$ cat src/coproc_pkg.sv
/*
  Shared definitions for the finite-field coprocessor
  Element widths, memory address types, instruction and stream formats
*/
package coproc_pkg;

  localparam int ELEM_BITS      = 16;
  localparam int READ_CYCLE     = 2;
  localparam int ADDSUB_LATENCY = 2;

  typedef logic [ELEM_BITS-1:0] elem_t;
  typedef logic [7:0]           slot_addr_t;
  typedef logic [5:0]           inst_addr_t;

  // Unlisted codes are skipped by the sequencer
  typedef enum logic [3:0] {
    OP_NOOP_WAIT = 4'h0,
    OP_COPY      = 4'h1,
    OP_ADD       = 4'h2,
    OP_SUB       = 4'h3,
    OP_SEND_IRQ  = 4'h4
  } opcode_e;

  // FE2 spans two consecutive slots
  typedef enum logic [3:0] {
    PT_FE  = 4'h1,
    PT_FE2 = 4'h2
  } point_type_e;

  typedef struct packed {
    opcode_e    code;
    slot_addr_t a;
    slot_addr_t b;
    slot_addr_t c;
  } inst_t;

  typedef struct packed {
    point_type_e pt;
    elem_t       dat;
  } slot_word_t;

  typedef struct packed {
    logic       we;
    inst_addr_t addr;
    inst_t      inst;
  } inst_wr_t;

  typedef struct packed {
    logic       we;
    slot_addr_t addr;
    slot_word_t word;
  } data_wr_t;

  typedef struct packed {
    logic  val;
    logic  sub;
    elem_t x;
    elem_t y;
  } addsub_req_t;

  typedef struct packed {
    logic  val;
    elem_t dat;
  } addsub_res_t;

  // Same layout as the packet header word
  typedef struct packed {
    slot_addr_t  b;
    point_type_e pt;
    logic [3:0]  cnt;
  } irq_idx_t;

  typedef struct packed {
    logic  sop;
    logic  eop;
    elem_t dat;
  } tx_word_t;

endpackage

$ cat src/coproc_irq_sender.sv
/*
  Interrupt packet sender
  Pops an index entry, sends the header word, then forwards the slot words
  with eop on the last one
*/
`timescale 1ns/1ps

module coproc_irq_sender
  import coproc_pkg::*;
(
  input  logic     i_clk,
  input  logic     i_rst,
  input  logic     i_idx_val,
  input  irq_idx_t i_idx,
  output logic     o_idx_rdy,
  input  logic     i_word_val,
  input  elem_t    i_word,
  output logic     o_word_rdy,
  output tx_word_t o_tx,
  output logic     o_tx_val,
  input  logic     i_tx_rdy
);

  typedef enum logic [1:0] {WAIT_IDX, SEND_HDR, SEND_DATA} state_e;

  state_e     state;
  irq_idx_t   idx_q;
  logic [3:0] words_left;
  logic       tx_free;

  // Output register can take a new word
  assign tx_free    = !o_tx_val || i_tx_rdy;
  assign o_idx_rdy  = (state == WAIT_IDX);
  assign o_word_rdy = (state == SEND_DATA) && tx_free;

  always_ff @(posedge i_clk) begin
    if (i_rst) begin
      state      <= WAIT_IDX;
      words_left <= '0;
      o_tx_val   <= 1'b0;
      o_tx.sop   <= 1'b0;
      o_tx.eop   <= 1'b0;
    end else begin
      if (o_tx_val && i_tx_rdy) begin
        o_tx_val <= 1'b0;
        o_tx.sop <= 1'b0;
        o_tx.eop <= 1'b0;
      end

      case (state)
        WAIT_IDX: begin
          if (i_idx_val) begin
            idx_q <= i_idx;
            state <= SEND_HDR;
          end
        end
        SEND_HDR: begin
          if (tx_free) begin
            o_tx.sop   <= 1'b1;
            o_tx.eop   <= 1'b0;
            o_tx.dat   <= idx_q;
            o_tx_val   <= 1'b1;
            words_left <= idx_q.cnt;
            state      <= SEND_DATA;
          end
        end
        default: begin
          if (tx_free && i_word_val) begin
            o_tx.eop   <= (words_left == 4'd1);
            o_tx.dat   <= i_word;
            o_tx_val   <= 1'b1;
            words_left <= words_left - 1'b1;
            if (words_left == 4'd1) state <= WAIT_IDX;
          end
        end
      endcase
    end
  end

endmodule

$ cat config.mk
export PLATFORM = sky130hd
export DESIGN_NAME = coproc_irq_sender
export DESIGN_NICKNAME = d
export VERILOG_FILES = /design/src/coproc_pkg.sv /design/src/coproc_irq_sender.sv
export SDC_FILE = /design/constraint.sdc
export NUM_CORES = 1
export LEC_CHECK = 0
export ABC_CLOCK_PERIOD_IN_PS = 3700
export BUFFER_PORTS_ARGS = -buffer_cell sky130_fd_sc_hd__buf_2
export CAP_MARGIN = 30
export CORE_UTILIZATION = 49
export CTS_CLUSTER_DIAMETER = 80
export DETAILED_ROUTE_END_ITERATION = 8
export GPL_ROUTABILITY_DRIVEN = 0
export PLACE_DENSITY = 0.78
export RECOVER_POWER = 25
export SYNTH_ARGS = -nofsm -noshare
export SYNTH_HDL_FRONTEND = slang
export SYNTH_SLANG_ARGS = --single-unit
$ cat constraint.sdc
create_clock -name i_clk -period 3.7 [get_ports i_clk]
set_clock_uncertainty 0.15 [all_clocks]
set_input_delay 0.185 -clock i_clk [delete_from_list [all_inputs] [get_ports i_clk]]
set_output_delay 0.185 -clock i_clk [all_outputs]
set_load 0.005 [all_outputs]
Word level (Yosys, flattened, before mapping):

Cells that the tools add are included.

* register bits after elaboration: 41
* output and inout bits: 21
* logic and storage cells: 47

* add/sub/neg operators: 1
* equal/unequal tests: 5
* multiplexer cells: 17
* bitwise gates (word level): 2
* reduce and logical (&&, ||, !) cells: 13

Operators with widths (count)
* one-hot mux 17 bit (2 select lines): 1
* 2-to-1 mux 18 bit: 1
* 2-to-1 mux 17 bit: 1
* 2-to-1 mux 2 bit: 5
* 2-to-1 mux 4 bit: 2
* one-hot mux 4 bit (2 select lines): 1
* AND reduction 4 bit: 2
* AND reduction 3 bit: 2
* nonzero test 3 bit: 2
* equality test 4 x 1 -> 1 bit (second input constant): 1
* 2-to-1 mux 1 bit: 4
* != test 2 bit (second input constant): 2
* one-hot mux 2 bit (2 select lines): 1
* subtractor 4 x 1 -> 4 bit (second input constant): 1
* logical AND 1 bit: 3
* equality test 2 x 1 -> 1 bit (second input constant): 1
* equality test 2 bit (second input constant): 1
* zero test 2 bit: 1
* inverter 1 bit: 2
* one-hot mux 1 bit (2 select lines): 1
* nonzero test 2 bit: 1
* zero test 1 bit: 1
* logical OR 1 bit: 1

Depth between registers and ports, before layout:

* depth after elaboration: 5
* depth in mapped cells: 5

Worst setup path before layout:

No wires, ideal clock.

* path type: register to register
* start point: register state[0]
* end point: register idx_q[0] (netlist name) (enable)
* arrival time: 2281 ps
* slack: 833 ps
* stages on the path, launching flop included: 3
* path through: dfxtp_1 > buf_2 > nor4b_1

* word-level cells in the longest chain between the ends: 2

Ends and longest elaborated chain
* start: declaration: line coproc_irq_sender.sv:26 `state_e state;`
* start signal: assignment: line coproc_irq_sender.sv:38 `state <= WAIT_IDX;`
* start signal: assignment: line coproc_irq_sender.sv:54 `state <= SEND_HDR;`
* start signal: assignment: line coproc_irq_sender.sv:64 `state <= SEND_DATA;`
* zero test 2 bit: line coproc_irq_sender.sv:50 `case (state)`
* AND reduction 3 bit (no line)
* end signal: assignment: line coproc_irq_sender.sv:53 `idx_q <= i_idx;`
* end: declaration: line coproc_irq_sender.sv:27 `irq_idx_t idx_q;`

Every way passes these cells.
A chain may end at the register's enable or synchronous reset.

Final worst setup path:

* start point: register o_tx_val
* end point: output port o_word_rdy

* word-level cells in the longest chain between the ends: 3

Ends and longest elaborated chain
* start: declaration: line coproc_irq_sender.sv:20 `output logic o_tx_val,`
* start signal: assignment: line coproc_irq_sender.sv:40 `o_tx_val <= 1'b0;`
* start signal: assignment: line coproc_irq_sender.sv:45 `o_tx_val <= 1'b0;`
* start signal: assignment: line coproc_irq_sender.sv:62 `o_tx_val <= 1'b1;`
* zero test 1 bit: line coproc_irq_sender.sv:32 `assign tx_free = !o_tx_val || i_tx_rdy;`
* logical OR 1 bit: line coproc_irq_sender.sv:32
* logical AND 1 bit: line coproc_irq_sender.sv:34 `assign o_word_rdy = (state == SEND_DATA) && tx_free;`
* end: declaration: line coproc_irq_sender.sv:18 `output logic o_word_rdy,`

Every way passes these cells.

==> results.toml <==
[run_status]
outcome = "finished, final reports clean"

[routing]
drt_pre_antenna_iters = 4
post_drt_antenna_nets = 0
route.final.wire_length_mm = 4.143
drt_iter0_drc = 74
via_count = 1385
mean_number_of_vias_per_cell = 5.347
avg_wl_per_cell_um = 16.00
route.detailed.drc = 0

[die]
core_area_mm2 = 0.003363
core_rows = 21
die_area_mm2 = 0.003787
start_util_pct = 51.64
die_x_um = 61.54
die_h_um = 61.54
num_io_pins = 58

[critical_path]
critical_path.max_fanout = 9
critical_path_type = "register to primary output"
critical_path_top_delay_cell = "nor2b_1"
cp_data_arrival_time_ns = 1.68
critPathMaxStageDelay_ns = 0.69
critical_path_required_ns = 3.37
cp.buffers_inverters = 1
critical_path.startpoint_type = "register"
crit_family = "simple AND/OR/NAND/NOR gates"
timing.critical_path.cells = "nor2b_1, nor3_1, buf_2"
cp-end-kind = "primary output"

[synth]
synth.ff_latch_count = 41
synth.top_cell.area_share_pct = 55.33
synth.yosys.seq_area_share_pct = 65.71
post_synth_main_area_contributors = "edfxtp_1 55%, dfxtp_1 10%, a22o_1 7.6%"
unique_cell_type_count_in_the_yosys_netlist = 35
ys_warn_count = 0
ys_dominant_reg_cell = "edfxtp_1"
synth_common_cells = "32 x edfxtp_1, 15 x a22o_1, 9 x dfxtp_1"
synth.net_count = 159
synth_area_per_cell_um2 = 14.47
number_of_cells_produced_by_synthesis = 120
synthesis.area_mm2 = 0.001737
postSynth.asyncResetShare_pct = 0
synth_enable_flop_cells = 32
yosysMostFrequentCell = "edfxtp_1"
synth_top_cell_by_area = "edfxtp_1"

[global_route]
gr-usage-all-layers_pct = 23.00
global_route_wire_length_before_repair_mm = 6.009
grt_pass1_vias = 1371
grt_start_max_net_pins = 17
antenna_found_initial = 0
grt_remaining_overflow = 0

[clocking]
clk_path_buf_depth = 2
htree_num_levels = 2
cts.reportedPaths.clkPinSlew_ns = 0.11
clk_latency_ns = 0.36
cts-root-buf = "clkbuf_4"
cts_num_sinks = 41
cts-buffers-inserted = 5
tritoncts = "done"

[timing]
setup-tns-final_ns = 0
post-route-period-util_pct = 54.53
final-setup-viol-count = 0
worst_slew_pin_slew_ns = 0.8285
grt_setup_unrepaired = "no"
timing_max_transition_violations_final = 0
final_hold_viol_count = 0
timing.max_slew.rel_slack_pct = 44.65
worst_hold_slack_ns = 0.03223
achievable-frequency_mhz = 495.7
finalCriticalPeriod_ns = 2.017

[power_and_ir_drop]
power.share.combinational_pct = 18.4
power.leakage_nw = 0.9727
seq_power_share_pct = 52.9
p_sw_w = 0.0002603
max-vdd-ir-drop_mv = 0.2572
clock_power_share_pct = 28.7
power_density_mw_per_mm2 = 430.1
swShare_pct = 24.55
cell_internal_pwr_w = 0.0007999

[worst_hold_path]
min_path_type = "input port to register"

[layout]
multi_input_logic_area_um2 = 540.5
drive_above_1_share_pct = 32.39
finalNetCount = 251
num-fill-cells = 237
antenna_cells = 0
area_delta_synth_final_pct = 41.93
register_area_mm2 = 0.001141

[place]
place.port_buffers = 57
hpwl_mm = 2.386

[job]
drv.max_cap_violation_count = 0
worst register-to-register path, stage by stage, from the launching register on:
cell and delay [ns]:
dfxtp_1 0.65, and2b_4 0.31, o21ai_0 0.19, nor2_1 0.14
buf_4 0.26
power groups by stage:
stage	logic [W]	clock network [W]	registers, W
finish	0.000195	0.000305	0.000561
global route	0.000214	0.000323	0.000565
CTS	0.000190	0.000305	0.000559
detailed placement	0.000163	0	0.000570
global placement	0.000156	0	0.000567
floorplan	0.000116	0	0.000561
cells by family after synthesis:
family	Yosys count	share of synthesized area [%]
buf+inv	11	3.530
simple gates	27	10.23
flops	41	65.71
mux	4	3.026
fa+ha+maj	2	1.441
compound gates	35	16.07
routing by layer:
layer / track usage [%] / up-vias / routed length [µm]
met2: 38.40 / 71 / 2143
met4: 10.79 / 0 / 112
li1: - / 652 / -
met1: 26.96 / 646 / 1609
met5: 0 / - / 0
met3: 7.353 / 16 / 277
metrics by stage:
step / util [%] / instance area, µm² / instances / worst slack, ns / power [W]
6_report: 73.29 / 2465 / 259 / 1.683 / 0.001060
5_1_grt: 73.29 / 2465 / 259 / 1.564 / 0.001101
3_5_place_dp: 61.09 / 2054 / 218 / 1.737 / 0.0007326
2_1_floorplan: - / 1737 / 120 / 0.8325 / 0.0006766
3_3_place_gp: 61.09 / 2054 / 218 / 1.785 / 0.0007234
4_1_cts: 73.44 / 2470 / 259 / 1.695 / 0.001054
registers in the layout, indices dropped and copies added, names as in the netlist:
register and flops:
o_tx_val 1, idx_q 16, words_left 4, o_tx 18, state 2
worst paths after layout:
check,from,end,slack (ns),cells after the start
min reg2reg,words_left[3],words_left[3],0.37,2
min,i_idx_val,state[0],0.03,3
max reg2reg,state[0],o_tx[0],1.70,4
max,o_tx_val,o_word_rdy,1.68,3
layout by cell type, fill, tap and decap left out:
cell	n
buf_2	53
dlygate4sd3_1	33
edfxtp_1	32
a22o_1	15
dfxtp_1	9
a21oi_1	5
clkbuf_4	5
clkbuf_1	5
nor2_1	4
inv_1	4
nand2b_1	4
nand3_1	3
nand2_1	3
o21ai_0	3
mux2i_1	3
a211oi_1	3
o32ai_1	3
nor2b_1	2
and2_1	2
ha_1	2
buf_4	2
nand2b_4	1
nor2_4	1
and2b_4	1
mux2i_4	1
nor3_4	1
nor4b_2	1
nor3_1	1
o21bai_1	1
a2111oi_2	1
a41o_1	1
or3_1	1
nand3b_1	1
o31a_1	1
nor3b_1	1
a2111o_1	1
a31oi_1	1
bufinv_16	1
clkbuf_8	1
what timing repair did:
item | in CTS | in global routing
setup buffers | 0 | 0
hold buffers | 33 | 0
hold endpoints to repair | 33 | 0
resized for setup | 0 | 0
final cells by class:
class	count	share of cell area [%]
Clock buffer	7	2.234
Clock inverter	1	1.218
Inverter	4	0.6091
Multi-Input combinational cell	68	21.93
Sequential cell	41	46.29
Tap cell	46	2.335
Timing Repair Buffer	92	25.38
Power figures use the tool's default switching activity.
