### src/coproc_fifo.sv
/*
  Small synchronous FIFO
  Circular buffer with full flag and a valid/ready output side
*/
`timescale 1ns/1ps

module coproc_fifo #(
  parameter int DEPTH      = 4,
  parameter int ENTRY_BITS = 16
)(
  input  logic                  i_clk,
  input  logic                  i_rst,
  input  logic                  i_push,
  input  logic [ENTRY_BITS-1:0] i_dat,
  output logic                  o_full,
  output logic                  o_val,
  output logic [ENTRY_BITS-1:0] o_dat,
  input  logic                  i_rdy
);

  localparam int PTR_BITS = (DEPTH > 1) ? $clog2(DEPTH) : 1;
  localparam int CNT_BITS = $clog2(DEPTH + 1);

  logic [ENTRY_BITS-1:0] mem [DEPTH];
  logic [PTR_BITS-1:0]   wr_ptr, rd_ptr;
  logic [CNT_BITS-1:0]   count;
  logic                  do_push, do_pop;

  assign o_full  = (count == CNT_BITS'(DEPTH));
  assign o_val   = (count != '0);
  assign o_dat   = mem[rd_ptr];
  // Push into a full FIFO is dropped
  assign do_push = i_push && !o_full;
  assign do_pop  = o_val && i_rdy;

  always_ff @(posedge i_clk) begin
    if (do_push) mem[wr_ptr] <= i_dat;
  end

  always_ff @(posedge i_clk) begin
    if (i_rst) begin
      wr_ptr <= '0;
      rd_ptr <= '0;
      count  <= '0;
    end else begin
      if (do_push) wr_ptr <= (wr_ptr == PTR_BITS'(DEPTH - 1)) ? '0 : wr_ptr + 1'b1;
      if (do_pop) rd_ptr <= (rd_ptr == PTR_BITS'(DEPTH - 1)) ? '0 : rd_ptr + 1'b1;
      count <= count + CNT_BITS'(do_push) - CNT_BITS'(do_pop);
    end
  end

endmodule

### config.mk
export PLATFORM = sky130hd
export DESIGN_NAME = coproc_fifo
export DESIGN_NICKNAME = d
export VERILOG_FILES = /design/src/coproc_fifo.sv
export SDC_FILE = /design/constraint.sdc
export NUM_CORES = 1
export LEC_CHECK = 0
export BUFFER_PORTS_ARGS = -buffer_cell sky130_fd_sc_hd__buf_2
export CAP_MARGIN = 30
export CORE_MARGIN = 10
export CORE_UTILIZATION = 45
export CTS_CLUSTER_SIZE = 30
export DETAILED_ROUTE_END_ITERATION = 10
export PLACE_DENSITY_LB_ADDON = 0.05
export SLEW_MARGIN = 20
export SYNTH_ARGS = -nofsm -noshare
export SYNTH_HDL_FRONTEND = slang
export SYNTH_SLANG_ARGS = --single-unit
export TNS_END_PERCENT = 10
### constraint.sdc
create_clock -name i_clk -period 4.35 [get_ports i_clk]
set_input_delay 0.2175 -clock i_clk [delete_from_list [all_inputs] [get_ports i_clk]]
set_output_delay 0.2175 -clock i_clk [all_outputs]
set_load 0.03 [all_outputs]
; Yosys cells after proc, flatten, opt, wreduce, memory -nomap -nowiden
; Memories as Yosys holds them, arrays and structs flattened. A register that Yosys moved wholly into a read port is not among the register bits.
; Cells that the tools add are included.
[classes]
eq_ne = 3
addsub = 4
mux = 6
reduce_logical = 4
[ops]
columns = cell, n
row1 = 2-to-1 mux 2 bit, 4
row2 = "adder 2 x 1 -> 2 bit, second input constant", 2
row3 = "== test 2 bit, second input constant", 2
row4 = adder 3 x 1 -> 3 bit, 1
row5 = "== test 3 bit, second input constant", 1
row6 = nonzero test 3 bit, 1
row7 = subtractor 3 x 1 -> 3 bit, 1
row8 = logical AND 1 bit, 2
row9 = 2-to-1 mux 1 bit, 2
row10 = logical NOT 1 bit, 1
[word_totals]
ramBits = 64
out_inout_bits = 18
reg_bits = 7
memories = 1
in_bits = 20
[memory_table]
columns = memory, depth, width, rd, rd_clocked_by_memory_dff, wr, line_no
row1 = mem, 4, 16, 1, 1, 1, 24  ; logic [ENTRY_BITS-1:0] mem [DEPTH];

; Depth between registers and ports, before layout
; Gate-level depths: netlist (run 1).
[depth]
word_depth = 5
mapped_depth = 12

; Worst setup path before layout (run 1)
; OpenSTA, ideal clock, no wires.
[synth_path]
kind = register to register
start = register count[1]
end = register count[2]
synth_period_minus_slack_ps = 2313
path_buffers = 1
path_stages_with_launch = 13
path_slack_ps = 2037
arrival_time_ps = 2236
cell_sequence = dfxtp_1 > or3b_1 > buf_6 > and2_4 > inv_1 > ha_1 > inv_1 > ha_1 > inv_1 > fa_1 > xor2_1 > and2_1 > nor3_1
[synth_via]
elab_chain_cells = 5
[synth_lines]
columns = item, line_no
row1 = start: declaration, 26  ; logic [CNT_BITS-1:0] count;
row2 = start signal: assignment, 48  ; count <= count + CNT_BITS'(do_push) - CNT_BITS'(do_pop);
row3 = == test 3 bit, 29  ; assign o_full = (count == CNT_BITS'(DEPTH));
row4 = logical NOT 1 bit, 33  ; assign do_push = i_push && !o_full;
row5 = logical AND 1 bit, 33
row6 = adder 3 x 1 -> 3 bit, 48
row7 = subtractor 3 x 1 -> 3 bit *, 48
; Every way passes the cells marked *; elsewhere a longest branch is shown, timed or not.
; A chain may end at the register's enable or synchronous reset.

; Final worst setup path (run 1)
; Ends and elaborated chain as after synthesis.

==> results of run 1 <==
==> layout by cell type (no fill, tap or decap), types with 2 or more instances in the layout <==
cell type  netlist  layout
a21oi_1          2       2
nor2_1           3       3
mux4_2          16      16
clkbuf_8         0       9
buf_2            2      37
nand3_1          2       2
and3_2           3       3
inv_1            7       7
dfxtp_1          9       9
edfxtp_1        64      64
clkinv_2         0       2
nor3_1           2       2
ha_1             7       7
clkbuf_1         1       2
==> per-stage QoR <==
| step | cell area (µm²) | hold WS [ps] |
|---|---|---|
| 5_1_grt | 3199 | 86.61 |
| 4_1_cts | 3199 | 81.59 |
| 2_1_floorplan | 2796 | 316.4 |
| 6_report | 3199 | 105.2 |
| 3_3_place_gp | 3047 | 426.0 |
| 3_5_place_dp | 3047 | 435.4 |
==> where the power goes <==
part,total [mW],internal [mW],switching [mW],leakage [nW]
clock network,0.415,0.200,0.215,0.0766
registers,0.903,0.860,0.0433,0.660
logic,0.536,0.208,0.329,0.411
==> flip-flops by register name, indices dropped and copies added (netlist names), named ones only <==
name    flops
mem        64
wr_ptr      2
count       3
rd_ptr      2
==> logic make-up after synthesis <==
group / Yosys count
muxes: 17
adders and majority gates: 8
xor gates and xnor gates: 1
and+or+nand+nor: 18
AOI/OAI and AO/OA: 5
buffers and inverters: 13
DFF: 73
==> layout make-up <==
type                            instances  share of cell area (%)
Clock inverter                          4                  0.6648
Clock buffer                           11                   4.106
Inverter                                7                  0.8213
Multi-Input combinational cell         49                   19.75
Timing Repair Buffer                   38                   6.023
Sequential cell                        73                   65.70
Tap cell                               75                   2.933
==> worst min path at each step <==
| stage | cells after the start | slack, ps | start | to |
|---|---|---|---|---|
| after CTS | 1 | 80 | i_dat[15] | mem[0][15]$_DFFE_PP_ |
| after global placement | 1 | 430 | i_dat[15] | mem[1][15]$_DFFE_PP_ |
| final | 1 | 110 | i_dat[7] | mem[1][7]$_DFFE_PP_ |
| after floorplan | 0 | 320 | i_dat[0] | mem[0][0]$_DFFE_PP_ |
| after global routing | 1 | 90 | i_dat[7] | mem[1][7]$_DFFE_PP_ |
| after detailed placement | 1 | 440 | i_dat[11] | mem[2][11]$_DFFE_PP_ |
==> layer usage <==
metal	track usage [%]	wire, µm	vias to the layer above
met3	3.212	255	7
met4	5.623	61	0
met1	10.96	1912	673
met2	15.48	2359	33
li1	-	-	617
met5	0	0	-
==> critical path, stage by stage, from the launching register on <==
cell and delay, ps:
dfxtp_1 360, or3b_1 510, and2_4 220, inv_1 50, ha_1 210, inv_1 50
ha_1 130, inv_1 50, fa_1 370, xor2_1 160, and2_1 160, nor3_1 120
==> results.txt, run 1 <==
Status - completed
Pre-CTS setup slack - 1852 ps
Req. time, crit path - 4600 ps
Largest net degree at the start of global routing - 17
Crit path kind - flop to flop
Die ar. - 0.009767 mm²
Compound-cell area share of the yosys netlist - 1.342%
Vias - 1330
Post-synth top area share - 68.72%
Post-cts gate resize count - 0
Final hold vios - 0
Detailed placement HPWL - 3016 µm
DRC viols - 0
Multi-input logic area - 631.9 µm²
First-pass GRT wire length - 7182 µm
Final Core Density - 53.40%
Antenna violations before repair - 0
Pwr/cell area - 579.7 mW/mm²
Area contributors post-synth - edfxtp_1 69%, mux4_2 13%, dfxtp_1 6.4%, ha_1 3.1%, inv_1 0.94%
Startpoint Class - flop
Sink Count - 73
Crit path time final - 2482 ps
Post-synthesis cell count - 135
Synth Flop Type - edfxtp_1
GRT Resource Usage Total - 9.632%
Crit Path Max Fanout - 9
Final setup fails - 0
CP arrival - 2730 ps
Critical Path Source - count[1]$_SDFF_PP0_
Cts hold-fix bufs - 0
Vias in the first global route - 1433
Ports - 38
Layout cell share with drive strength beyond 1 - 39.56%
Xor-xnor portion of the synthesized cell area - 0.3132%
Routed Antenna Nets - 0
Total CTS buffers - 9
Post-synth EDFFs - 64
Initial DRC Count - 63
Root buf cell - clkbuf_8
Layout fillers - 472
Max clock buf depth - 2
Crit. End Element - flop
DR pass1 iterations - 4
GPL Wtd Cong - 0.7845
Syn Nets - 163
Final worst-path setup slack - 1868 ps
GRT overflow - 0
Max-slew violations - 0
Reg-to-reg startpoint - count[1]$_SDFF_PP0_
Vias per std cell - 5.175
Yosys top cell by area - edfxtp_1
Row cnt - 28
Fmax - 0.4029 GHz
Die Ht - 98.83 µm
Flop2flop setup slack - 1870 ps
Overall power - 1.855 mW
Drt wl/cell - 17.85 µm
Area of the mapped netlist - 0.002796 mm²
CTS tree - built
Setup TNS - 0 ps
PortBufs - 37
Final #Nets - 206
Chip width - 98.83 µm
Warnings, synthesis - 0
Slew HR - 40.83%
Flops & latches, synth - 73
Register-to-Register Path Depth - 11
Async set or reset register ratio after synthesis - 0%
Setup crit end - count[2]$_SDFF_PP0_
Largest family of logic cells by synthesized area - multiplexers
Post-synthesis sequential area ratio - 75.17%
Register area - 0.002102 mm²
Antenna diodes - 0
Pleak - 1.148 nW
RSZ-0062 raised after global routing - false
Final WL - 4588 µm
# H-tree levels - 3
Mux cell area share after synthesis - 13.24%
Non-filler cells, final - 257
Setup Skew - 2.293 ps
Period Utilization, post-route - 57.05%
Core box area - 0.005991 mm²
Max VDD drop - 0.3206 mV
Worst-Margin Slew - 886.3 ps
Commonest cells post-synth - 64 x edfxtp_1, 16 x mux4_2, 9 x dfxtp_1
Layout Area Growth over Synthesis - 14.41%
Worst reg2reg endpoint - count[2]$_SDFF_PP0_
Max_cap viols - 0
Placed Cells incl. Taps - 242
Syn Area/Cell - 20.71 µm²
Worst-path clk slew - 70 ps
Count leader, synth - edfxtp_1
Simple logic cell fraction of the synthesized area - 3.848%
Worst-skew pair later-pin latency - 320 ps
Post-Synth Adder-Cell Area - 3.848%
Postcts setup bufs - 0
Starting Density - 46.68%
Netlist cell types - 29
Hold WC Path Type - primary input to flop
Note: power is estimated with default switching activity, not from simulation.
==> run 2: changes to the inputs <==
Clock period 4.35 ns to 2.3 ns, I/O delays scaled along.
==> run 2 against run 1 <==
The flow now finishes with violations (setup timing). Clock-buffer cell count unchanged. Highest routed layer unchanged. Worst setup slack lost 1900 ps. Global-route usage is 0.97 points higher. Clock skew grew 3.7 ps. Fmax rose by 7.7%.
==> results.txt, run 2 (synthesis gave the netlist of run 1 again) <==
Placed Cells incl. Taps - 248 (was 242)
Vias per std cell - 4.965 (was 5.175)
Final hold vios - 0 (unchanged)
Max FFs per register - 64 (unchanged)
Antenna diodes - 0 (unchanged)
Detailed placement HPWL - 3210 µm (was 3016 µm)
Antenna violations before repair - 0 (unchanged)
Total CTS buffers - 9 (unchanged)
PortBufs - 37 (unchanged)
Pleak - 1.297 nW (was 1.148 nW)
Final #Nets - 230 (was 206)
Period Utilization, post-route - 100.2% (was 57.05%)
Max clock buf depth - 2 (unchanged)
Failing checks - setup timing
Startpoint Class - flop (unchanged)
GRT Resource Usage Total - 10.60% (was 9.632%)
Die ar. - 0.009767 mm² (unchanged)
Routed Antenna Nets - 0 (unchanged)
Final WL - 4998 µm (was 4588 µm)
GRT overflow - 0 (unchanged)
Drt wl/cell - 17.72 µm (was 17.85 µm)
Overall power - 4.059 mW (was 1.855 mW)
Most common cell after layout, fill and taps aside - edfxtp_1 (unchanged)
Worst-Margin Slew - 906.1 ps (was 886.3 ps)
# H-tree levels - 3 (unchanged)
Slew HR - 39.59% (was 40.83%)
CTS tree - built (unchanged)
First-pass GRT wire length - 7935 µm (was 7182 µm)
Crit path kind - flop to flop (unchanged)
Layout fillers - 464 (was 472)
Max VDD drop - 0.6335 mV (was 0.3206 mV)
Pwr/cell area - 1143 mW/mm² (was 579.7 mW/mm²)
Ports - 38 (unchanged)
Largest net degree at the start of global routing - 17 (unchanged)
DR pass1 iterations - 4 (unchanged)
Layout Area Growth over Synthesis - 27.02% (was 14.41%)
Row cnt - 28 (unchanged)
Most frequent cells in the layout - 64 x edfxtp_1, 37 x buf_2, 16 x mux4_2 (unchanged)
Largest Register - mem (unchanged)
Crit. End Element - flop (unchanged)
Fmax - 0.4340 GHz (was 0.4029 GHz)
Starting Density - 46.68% (unchanged)
Non-filler cells, final - 282 (was 257)
Vias in the first global route - 1552 (was 1433)
Worst-path clk slew - 70 ps (about the same)
Crit path time final - 2304 ps (was 2482 ps)
Top flop regs - mem x64, count x3 (unchanged)
Max-slew violations - 0 (unchanged)
Req. time, crit path - 2550 ps (was 4600 ps)
RSZ-0062 raised after global routing - true (was false)
Status - complete, but fails checks (was completed)
Vias - 1400 (was 1330)
CP arrival - 2560 ps (was 2730 ps)
Final setup fails - 1 (was 0)
Worst-skew pair later-pin latency - 330 ps (was 320 ps)
Crit Path Max Fanout - 3 (was 9)
Layout cell share with drive strength beyond 1 - 45.41% (was 39.56%)
Chip width - 98.83 µm (unchanged)
Hold WC Path Type - primary input to flop (unchanged)
Setup Skew - 6.004 ps (was 2.293 ps)
Sink Count - 73 (unchanged)
Core box area - 0.005991 mm² (unchanged)
Initial DRC Count - 49 (was 63)
DRC viols - 0 (unchanged)
Root buf cell - clkbuf_8 (unchanged)
Die Ht - 98.83 µm (unchanged)
GPL Wtd Cong - 0.7474 (was 0.7845)
Max_cap viols - 0 (unchanged)
Final worst-path setup slack - -4.304 ps (was 1868 ps)
==> run 2: cell count changes in the layout (fill, tap and decap cells not counted), moves of 3 or more <==
cell / previous run / this run
buf_4: 1 / 10
bufinv_16: 0 / 3
dlygate4sd3_1: 0 / 15
inv_1: 7 / 4
==> run 2: cell type report <==
type	count	area (µm²)	share of cell area, %
multi-input combinational	49	674.4	18.99
sequential	73	2107	59.32
timing repair buffer	62	410.4	11.55
tap	75	93.84	2.642
clock inverter	5	103.9	2.924
inverter	7	31.28	0.8806
clock buffer	11	131.4	3.698
==> run 2: path summary, 6_finish.rpt <==
kind,depth (start not counted),start,slack (ps),endpoint
hold / removal,1,i_dat[0],20,mem[3][0]$_DFFE_PP_
hold reg to reg,2,rd_ptr[0]$_SDFFE_PP0N_,500,flop
setup reg to reg,11,count[0]$_SDFF_PP0_,-4,count[2]$_SDFF_PP0_
setup / recovery,11,count[0]$_SDFF_PP0_,-4,count[2]$_SDFF_PP0_
==> run 2: repair_timing <==
item | 4_1_cts | 5_1_grt
resized for setup | 3 | 12
hold buffers | 15 | 0
buffers inserted | 0 | 3
cloned | 0 | 0
pin swaps | 0 | 7
hold endpoints to repair | 59 | 0
setup endpoints to repair | 1 | 1
==> run 2: layer usage <==
layer  GRT usage, %  share of wire (%)  vias to the layer above
met3          5.098                5.7                        4
met4          3.638               0.50                        0
met5              0                  0                        -
met1          11.21                 41                      697
met2          18.04                 53                       32
li1               -                  -                      667
==> run 2: worst max-delay path: stages, from the launching register on <==
cell     delay [ps]
dfxtp_4         350
or3b_4          380
and2_4          180
inv_4            50
ha_4            190
inv_4            50
ha_4            120
inv_2            30
fa_2            390
xor2_2          190
and2_1          140
nor3_1          150
==> run 2: power by group <==
| group | switching (mW) | internal [mW] | total [mW] |
|---|---|---|---|
| Sequential | 0.0610 | 1.63 | 1.69 |
| Clock | 0.438 | 0.721 | 1.16 |
| Combinational | 0.701 | 0.506 | 1.21 |
| Total | 1.20 | 2.86 | 4.06 |
==> run 2: through the flow <==
stage | area (µm²) | hold slack [ps] | setup TNS [ps] | util [%] | setup slack, ps
after floorplan | 2796 | 213.9 | 0 | - | 4.836
after global placement | 3092 | 322.9 | 0 | 51.61 | 104.1
after detailed placement | 3092 | 333.6 | -44.52 | 51.61 | -44.52
after CTS | 3483 | 5.741 | 0 | 58.15 | 18.12
after global routing | 3552 | 1.752 | -62.11 | 59.29 | -62.11
final | 3552 | 19.78 | -4.304 | 59.29 | -4.304
