<file path="config.mk">
export PLATFORM = sky130hd
export DESIGN_NAME = coproc_mod_addsub
export DESIGN_NICKNAME = d
export VERILOG_FILES = /design/src/coproc_pkg.sv /design/src/coproc_mod_addsub.sv
export SDC_FILE = /design/constraint.sdc
export NUM_CORES = 1
export LEC_CHECK = 0
export CELL_PAD_IN_SITES_DETAIL_PLACEMENT = 0
export CELL_PAD_IN_SITES_GLOBAL_PLACEMENT = 2
export CORE_UTILIZATION = 40
export CTS_CLUSTER_SIZE = 30
export DETAILED_ROUTE_END_ITERATION = 16
export DONT_BUFFER_PORTS = 1
export HOLD_SLACK_MARGIN = 0.08
export PLACE_DENSITY_LB_ADDON = 0.1
export SLEW_MARGIN = 20
export SYNTH_ARGS = -nofsm -noshare
export SYNTH_HDL_FRONTEND = slang
export SYNTH_SLANG_ARGS = --single-unit
export TNS_END_PERCENT = 10
</file>
<file path="constraint.sdc">
create_clock -name i_clk -period 5.7 [get_ports i_clk]
set_clock_uncertainty 0.1 [all_clocks]
set_input_delay 0.855 -clock i_clk [delete_from_list [all_inputs] [get_ports i_clk]]
set_output_delay 0.855 -clock i_clk [all_outputs]
set_load 0.01 [all_outputs]
</file>
<file path="src/coproc_pkg.sv">
/*
  Shared definitions for the finite-field coprocessor
  Element widths, memory address types, instruction and stream formats
*/
package coproc_pkg;

  localparam int ELEM_BITS      = 16;
  localparam int READ_CYCLE     = 2;
  localparam int ADDSUB_LATENCY = 2;

  typedef logic [ELEM_BITS-1:0] elem_t;
  typedef logic [7:0]           slot_addr_t;
  typedef logic [5:0]           inst_addr_t;

  // Unlisted codes are skipped by the sequencer
  typedef enum logic [3:0] {
    OP_NOOP_WAIT = 4'h0,
    OP_COPY      = 4'h1,
    OP_ADD       = 4'h2,
    OP_SUB       = 4'h3,
    OP_SEND_IRQ  = 4'h4
  } opcode_e;

  // FE2 spans two consecutive slots
  typedef enum logic [3:0] {
    PT_FE  = 4'h1,
    PT_FE2 = 4'h2
  } point_type_e;

  typedef struct packed {
    opcode_e    code;
    slot_addr_t a;
    slot_addr_t b;
    slot_addr_t c;
  } inst_t;

  typedef struct packed {
    point_type_e pt;
    elem_t       dat;
  } slot_word_t;

  typedef struct packed {
    logic       we;
    inst_addr_t addr;
    inst_t      inst;
  } inst_wr_t;

  typedef struct packed {
    logic       we;
    slot_addr_t addr;
    slot_word_t word;
  } data_wr_t;

  typedef struct packed {
    logic  val;
    logic  sub;
    elem_t x;
    elem_t y;
  } addsub_req_t;

  typedef struct packed {
    logic  val;
    elem_t dat;
  } addsub_res_t;

  // Same layout as the packet header word
  typedef struct packed {
    slot_addr_t  b;
    point_type_e pt;
    logic [3:0]  cnt;
  } irq_idx_t;

  typedef struct packed {
    logic  sop;
    logic  eop;
    elem_t dat;
  } tx_word_t;

endpackage

</file>
<file path="src/coproc_mod_addsub.sv">
/*
  Two-stage modular adder and subtractor
  Raw sum or difference first, then a single correction by the modulus
*/
`timescale 1ns/1ps

module coproc_mod_addsub
  import coproc_pkg::*;
#(
  parameter int unsigned MODULUS = 65521
)(
  input  logic        i_clk,
  input  logic        i_rst,
  input  addsub_req_t i_req,
  output addsub_res_t o_res
);

  localparam logic [ELEM_BITS:0] MOD_EXT = (ELEM_BITS+1)'(MODULUS);

  logic [ADDSUB_LATENCY-1:0] val_pipe;
  logic [ELEM_BITS:0]        raw_q;
  logic                      sub_q;
  elem_t                     res_q;

  always_ff @(posedge i_clk) begin
    if (i_rst) begin
      val_pipe <= '0;
    end else begin
      val_pipe <= {val_pipe[ADDSUB_LATENCY-2:0], i_req.val};
    end
  end

  // Extra top bit holds the carry or the borrow
  always_ff @(posedge i_clk) begin
    sub_q <= i_req.sub;
    if (i_req.sub) begin
      raw_q <= {1'b0, i_req.x} - {1'b0, i_req.y};
    end else begin
      raw_q <= {1'b0, i_req.x} + {1'b0, i_req.y};
    end
  end

  always_ff @(posedge i_clk) begin
    if (sub_q) begin
      res_q <= raw_q[ELEM_BITS] ? elem_t'(raw_q + MOD_EXT) : raw_q[ELEM_BITS-1:0];
    end else begin
      res_q <= (raw_q >= MOD_EXT) ? elem_t'(raw_q - MOD_EXT) : raw_q[ELEM_BITS-1:0];
    end
  end

  assign o_res.val = val_pipe[ADDSUB_LATENCY-1];
  assign o_res.dat = res_q;

endmodule

</file>
After elaboration in Yosys (flattened, before gate mapping)
Cells that the tools add are included.
{"block": "classes", "addsub": 4, "order_cmp": 1, "mux": 4}
{"operator": "$mux 16", "n": 3}
{"operator": "$add 16x16->17", "n": 1}
{"operator": "$ge 17x16->1 const B", "n": 1}
{"operator": "$mux 17", "n": 1}
{"operator": "$sub 16x16->17", "n": 1}
{"operator": "$add 16x16->16 const B", "n": 1}
{"operator": "$sub 16x16->16 const B", "n": 1}
{"block": "word_totals", "reg_bits": 36, "inputBits": 36, "output_inout_bits": 17, "word_cells": 13}

Logic depth before layout (Yosys ltp)
Gate-level depths: netlist of the first run.
{"block": "depth", "depth_word": 3, "depth_mapped": 14, "ltp_nobuf": 13}

Worst setup path after synthesis of the first run
No wires, ideal clock.
{"block": "synth_path", "path_kind": "input -> register", "from": "input port i_req[2] (netlist bit)", "to": "register raw_q[16]", "setup_time_ps": 72, "arrival_ps": 3191, "required_ps": 5528, "path_slack_ps": 2337, "stages": 11, "path_buffers": 0, "path_cell_list": "or3_1 nor4_1 a21oi_1 a21o_1 xnor2_1 ha_1 a21o_1 a211o_1 a21o_1 o221ai_1 xor2_1"}
{"block": "synth_between", "elab_chain_len": 2, "word_cells_on_any_way": 3, "classes_between": "add/sub (2); mux (1)"}
{"element": "start: declaration", "line_no": "coproc_mod_addsub.sv:14", "text": "input addsub_req_t i_req,"}
{"element": "$add 16x16->17 or $sub 16x16->17 (tied branches)", "line_no": "coproc_mod_addsub.sv:39, coproc_mod_addsub.sv:37"}
{"element": "$mux 17 (*)", "line_no": "coproc_mod_addsub.sv:36", "text": "if (i_req.sub) begin"}
{"element": "end signal: assignment", "line_no": "coproc_mod_addsub.sv:37", "text": "raw_q <= {1'b0, i_req.x} - {1'b0, i_req.y};"}
{"element": "end signal: assignment", "line_no": "coproc_mod_addsub.sv:39", "text": "raw_q <= {1'b0, i_req.x} + {1'b0, i_req.y};"}
{"element": "end: declaration", "line_no": "coproc_mod_addsub.sv:21", "text": "logic [ELEM_BITS:0] raw_q;"}
Every way passes the cells marked *; elsewhere a longest branch is shown, timed or not.
A chain may end at the register's enable or synchronous reset.

Worst setup path in the final report of the first run
Ends and elaborated chain as after synthesis.

==> reports/metrics.yaml, run 1 <==
outcome:
  status: "completed"
sta:
  finalSetupTns_ps: 0
  post-route-period-util_pct: 59.6
  slew_headroom_pct: 58.3
  setup_viol: 0
  fin_crit_ps: 3400
  slew_viol_final: 0
  setup_slack_ps: 2300
  hold_viol: 0
  hold_ws_ps: 341
  max_freq_mhz: 294
  worst_pin_slew_ps: 619
  rsz0062_at_grt: "no"
synthesis:
  synth_top_area_share_pct: 28.8
  syn_area_um2: 2500
  yosys_register_bits: 36
  ys_seq_area_share_pct: 28.8
  ys_types: 55
  ys_warn_count: 0
  synth.area.top_cells: "dfxtp_1 (29%), ha_1 (10%), xnor2_1 (8.0%)"
  async_flop_share_pct: 0
  synth.largest_area_cell: "dfxtp_1"
  syn_area_per_cell_um2: 8.35
  synthCells: 300
  synth.net_count: 357
  synth-main-ff-cell: "dfxtp_1"
  synth_edf_count: 0
clocking:
  cts_tree: "yes"
  cts.sinks: 36
  path_clk_slew_ps: 60
  clkLatencyLatePin_ps: 280
  cts-resized-gates: 0
  postCtsHoldBufs: 0
  numCtsBuffers: 5
  clock_tree.root_cell: "clkbuf_8"
  cts_max_path_buffers: 2
  cts_setup_buffers: 0
  htreeDepth: 2
detailed_routing:
  wl_met1_um: 2450
  maxUsedRoutingLayer: "met4"
  wl_met3_um: 274
  drt_drc_violations_left: 0
  drt_wl_total_um: 5030
  dr_wl_met2_um: 2230
  drt-vias-per-instance: 5.37
  antenna_left: 0
  first_pass_iters: 4
  drt_iter0_markers: 67
  wl_per_cell_um: 13.5
  vias: 2004
setup_path:
  worst-path-max-fanout: 4
  critPathLaunchType: "primary input"
  end_kind: "register"
  regToRegStartpoint: "raw_q[10]"
  rr_endpoint: "res_q[6]"
  cp.required_ps: 5810
  worstSetupPathType: "primary input to register"
  r2r_slack_ps: 3400
  r2r_cells: 6
  crit_arrival_ps: 3510
final_layout:
  final_cells: 373
  diodes: 0
  multi_input_area_um2: 1670
  drive_above_1_share_pct: 5.03
  final_cell_mix: "dfxtp_1 (36), nor2_1 (34), a21oi_1 (23), xnor2_1 (23), ha_1 (20)"
  nets: 354
  synthToLayoutAreaGrowth_pct: 4.90
  design_area_um2: 2630
  nFillCells: 664
  utilization_pct: 43.9
  final_common_cell: "dfxtp_1"
  final-seq-area_um2: 721
placement:
  dp_hpwl_um: 4090
  place_ws_ps: 2000
  place_area_um2: 2540
  gp_congestion: 0.828
  place_inst: 365
  portBuffers: 0
floorplan:
  row_count: 28
  die_w_um: 81.1
  start_util_pct: 41.8
  core-area_um2: 5990
  die-area_um2: 6580
  num_io_pins: 53
  die_h_um: 81.1
flow_run:
  maxCapViolCount: 0
global_routing:
  grt_overflow: 0
  grt_pass1_vias: 1892
  grt_pass1_wl_um: 8710
  grt_max_degree: 20
  grtUsageTotal_pct: 17.1
  antenna_found_initial: 0
power_and_ir_drop:
  pwr_density_cell_nw_per_um2: 339
  peakVddDrop_mv: 0.224
  power_mw: 0.889
  leakagePower_nw: 1.09
worst_hold_path:
  min_from: "val_pipe[0]"
  holdPathStages: 1
  whs_endpoint: "val_pipe[1]"
  hold_path.class: "register to register"
worst max path at each step:
stage,startpoint,end,depth (start not counted)
after floorplan,i_req[2],raw_q[16],11
after global placement,i_req[2],raw_q[16],11
after detailed placement,i_req[2],raw_q[16],11
after CTS,i_req[2],raw_q[16],11
after global routing,i_req[2],raw_q[14],11
final,i_req[2],raw_q[16],11
layout make-up:
cell class / instances / share of cell area [%]
multi-input combinational: 241 / 63.7
inverter: 13 / 1.86
clock buffer: 8 / 3.43
sequential: 36 / 27.4
tap: 75 / 3.57
power by group:
group	switching, mW	internal (mW)	total [mW]
clock network	0.0804	0.0984	0.179
logic	0.133	0.127	0.260
registers	0.107	0.344	0.450
total	0.320	0.569	0.889
registers in the layout (all words and copies together), names as in the netlist:
register / cells
raw_q: 17
res_q: 16
sub_q: 1
val_pipe: 2
routing by layer:
layer / vias to the layer above / track usage, %
li1: 1063 / -
met1: 881 / 22.4
met2: 55 / 27.3
met3: 5 / 4.49
met4: 0 / 4.82
met5: - / 0
kinds of logic (layout without fill, tap and decap cells):
logic type               Yosys count  in the layout  synth area share, %
AND/OR/NAND/NOR                  103            103                 21.6
AO/OA/AOI/OAI                     73             73                 19.0
XOR/XNOR                          42             42                 14.7
flip-flops                        36             36                 28.8
buffers and inverters             23             21                 4.40
adder cells (fa/ha/maj)           21             21                 10.8
multiplexers                       2              2                0.799
Yosys cell counts, types with 8 or more instances:
library cell,number
ha_1,20
dfxtp_1,36
nor3_1,10
o21ai_0,9
a21oi_1,23
xor2_1,19
nor2_1,34
a21o_1,8
nand2_1,16
xnor2_1,23
inv_1,13
a31oi_1,8
critical path, cell delays in order:
cell      delay, ps
or3_1           400
nor4_1          490
a21oi_1         220
a21o_1          210
xnor2_1         120
ha_1            320
a21o_1          170
a211o_1         300
a21o_1          150
o221ai_1         80
xor2_1          180
No activity file was read; power rests on OpenSTA's default activity.
==> inputs of run 2 (changes only) <==
--- a/config.mk
+++ b/config.mk
@@ -7,7 +7,7 @@
 export LEC_CHECK = 0
 export CELL_PAD_IN_SITES_DETAIL_PLACEMENT = 0
 export CELL_PAD_IN_SITES_GLOBAL_PLACEMENT = 2
-export CORE_UTILIZATION = 40
+export CORE_UTILIZATION = 37
 export CTS_CLUSTER_SIZE = 30
 export DETAILED_ROUTE_END_ITERATION = 16
 export DONT_BUFFER_PORTS = 1
==> constraint.sdc (replaced) <==
create_clock -name i_clk -period 3.4 [get_ports i_clk]
set_clock_uncertainty 0.1 [all_clocks]
set_input_delay 0.51 -clock i_clk [delete_from_list [all_inputs] [get_ports i_clk]]
set_output_delay 0.51 -clock i_clk [all_outputs]
set_load 0.01 [all_outputs]
==> run 2 against run 1 <==
  * Highest routed layer unchanged
  * Final area is 1.5% higher
  * Clock-buffer cell count is 3 lower
  * Die area is 7.9% higher
  * Largest cell class unchanged
  * Clock power is 100% higher
  * The run now ends with design-rule violations left
  * Critical path depth is 2 higher
==> reports/metrics.yaml, run 2 (synthesis results as in run 1) <==
sta:
  slew_viol_final: 0
  slew_headroom_pct: 61.2
  rsz0062_at_grt: "no"
  fin_crit_ps: 2820
  finalSetupTns_ps: 0
  hold_viol: 0
  post-route-period-util_pct: 82.9
  worst_pin_slew_ps: 582
  max_freq_mhz: 355
  setup_viol: 0
worst_hold_path:
  min_from: "i_req[32]"
  hold_path.class: "primary input to register"
  holdPathStages: 0
  whs_endpoint: "sub_q"
setup_path:
  worstSetupPathType: "primary input to register"
  rr_endpoint: "res_q[6]"
  end_kind: "register"
  r2r_cells: 6
  cp.required_ps: 3520
  crit_arrival_ps: 2940
  crit_family: "simple AND/OR/NAND/NOR gates"
  critPathLaunchType: "primary input"
  regToRegStartpoint: "raw_q[10]"
  cpMaxStageDelayCell: "or3_1"
  r2r_slack_ps: 1090
  cp_slowest_stage_delay_ps: 400
  crit_buf_inv: 1
  crit_chain: "or3_1 > nor3b_1 > buf_4 > and2_1 > a21oi_1 > xnor2_1 > ha_1 > nand2_1 > nor2_1 > a211oi_1 > nand2_1 > o31ai_1 > xnor2_1"
  worst-path-max-fanout: 6
clocking:
  htreeDepth: 2
  postCtsHoldBufs: 0
  cts_tree: "yes"
  path_clk_slew_ps: 70
  clock_tree.root_cell: "clkbuf_8"
  clkLatencyLatePin_ps: 280
  cts_setup_buffers: 0
  cts-resized-gates: 0
  numCtsBuffers: 5
  cts_max_path_buffers: 2
  cts.sinks: 36
floorplan:
  num_io_pins: 53
  die_w_um: 84.3
  row_count: 29
  die-area_um2: 7100
  core-area_um2: 6460
  die_h_um: 84.3
  start_util_pct: 38.8
detailed_routing:
  drt-vias-per-instance: 5.37
  drt_wl_total_um: 5220
  drt_drc_violations_left: 8
  drt_iter0_markers: 53
  antenna_left: 0
  first_pass_iters: 10
  vias: 2024
  wl_per_cell_um: 13.9
final_layout:
  utilization_pct: 41.3
  drive_above_1_share_pct: 6.33
  top_regs: "raw_q: 17 flops, res_q: 16 flops, val_pipe: 2 flops"
  nets: 356
  final_cell_mix: "dfxtp_1 (36), nor2_1 (34), a21oi_1 (23), xnor2_1 (23), ha_1 (20)"
  nFillCells: 675
  synthToLayoutAreaGrowth_pct: 6.44
  diodes: 0
  final_common_cell: "dfxtp_1"
  largest_reg_flops: 17
  largest-register: "raw_q"
global_routing:
  grt_pass1_vias: 2072
  grt_max_degree: 20
  grt_overflow: 0
  grtUsageTotal_pct: 16.1
  grt_pass1_wl_um: 9340
  antenna_found_initial: 0
power_and_ir_drop:
  leakagePower_nw: 1.11
  peakVddDrop_mv: 0.163
  pwr_density_cell_nw_per_um2: 585
placement:
  dp_hpwl_um: 4200
  gp_congestion: 0.780
  portBuffers: 0
outcome:
  status: "complete, but fails checks"
  violations: "design-rule violations"
flow_run:
  maxCapViolCount: 0
==> run 2: routing by layer <==
layer	routed length, um	track usage [%]
met1	2490	20.5
met2	2320	26.3
met3	344	5.01
met4	66	4.70
met5	0	0
==> run 2: final cells by class <==
cell class | instances | area, um2 | share of cell area [%]
multi-input combinational | 241 | 1670 | 62.8
sequential | 36 | 721 | 27.0
tap | 77 | 96.3 | 3.61
inverter | 13 | 48.8 | 1.83
clock buffer | 5 | 68.8 | 2.58
clock inverter | 3 | 42.5 | 1.60
timing repair buffer | 2 | 15.0 | 0.563
==> run 2: worst register-to-register path, delay by kind of cell (launching register included) <==
family	cells	cell delay, ps
flops	1	480
xor+xnor	1	150
compound gates	2	360
simple gates	3	1150
==> run 2: report_power, final <==
part / internal, mW / total [mW] / switching (mW)
registers: 0.576 / 0.759 / 0.183
logic: 0.214 / 0.434 / 0.220
clock network: 0.217 / 0.366 / 0.149
==> run 2: worst max path at each step <==
stage | startpoint | end | slack [ps] | cells past startpoint
final | i_req[2] | raw_q[14] | 580 | 13
after global routing | i_req[2] | raw_q[14] | 300 | 12
after CTS | i_req[2] | raw_q[14] | 580 | 13
after detailed placement | i_req[2] | raw_q[14] | 290 | 13
after global placement | i_req[2] | raw_q[15] | 300 | 13
after floorplan | i_req[2] | raw_q[16] | 380 | 11
==> run 2: per-stage QoR <==
| step | hold WS, ps | total power, mW | setup WS (ps) | instances | area [um2] |
|---|---|---|---|---|---|
| 2_1_floorplan | 314 | 1.11 | 382 | 300 | 2500 |
| 3_3_place_gp | 321 | 1.21 | 305 | 369 | 2550 |
| 3_5_place_dp | 336 | 1.21 | 288 | 369 | 2550 |
| 4_1_cts | 139 | 1.58 | 578 | 377 | 2670 |
| 5_1_grt | 120 | 1.70 | 304 | 377 | 2670 |
| 6_report | 146 | 1.56 | 581 | 377 | 2670 |
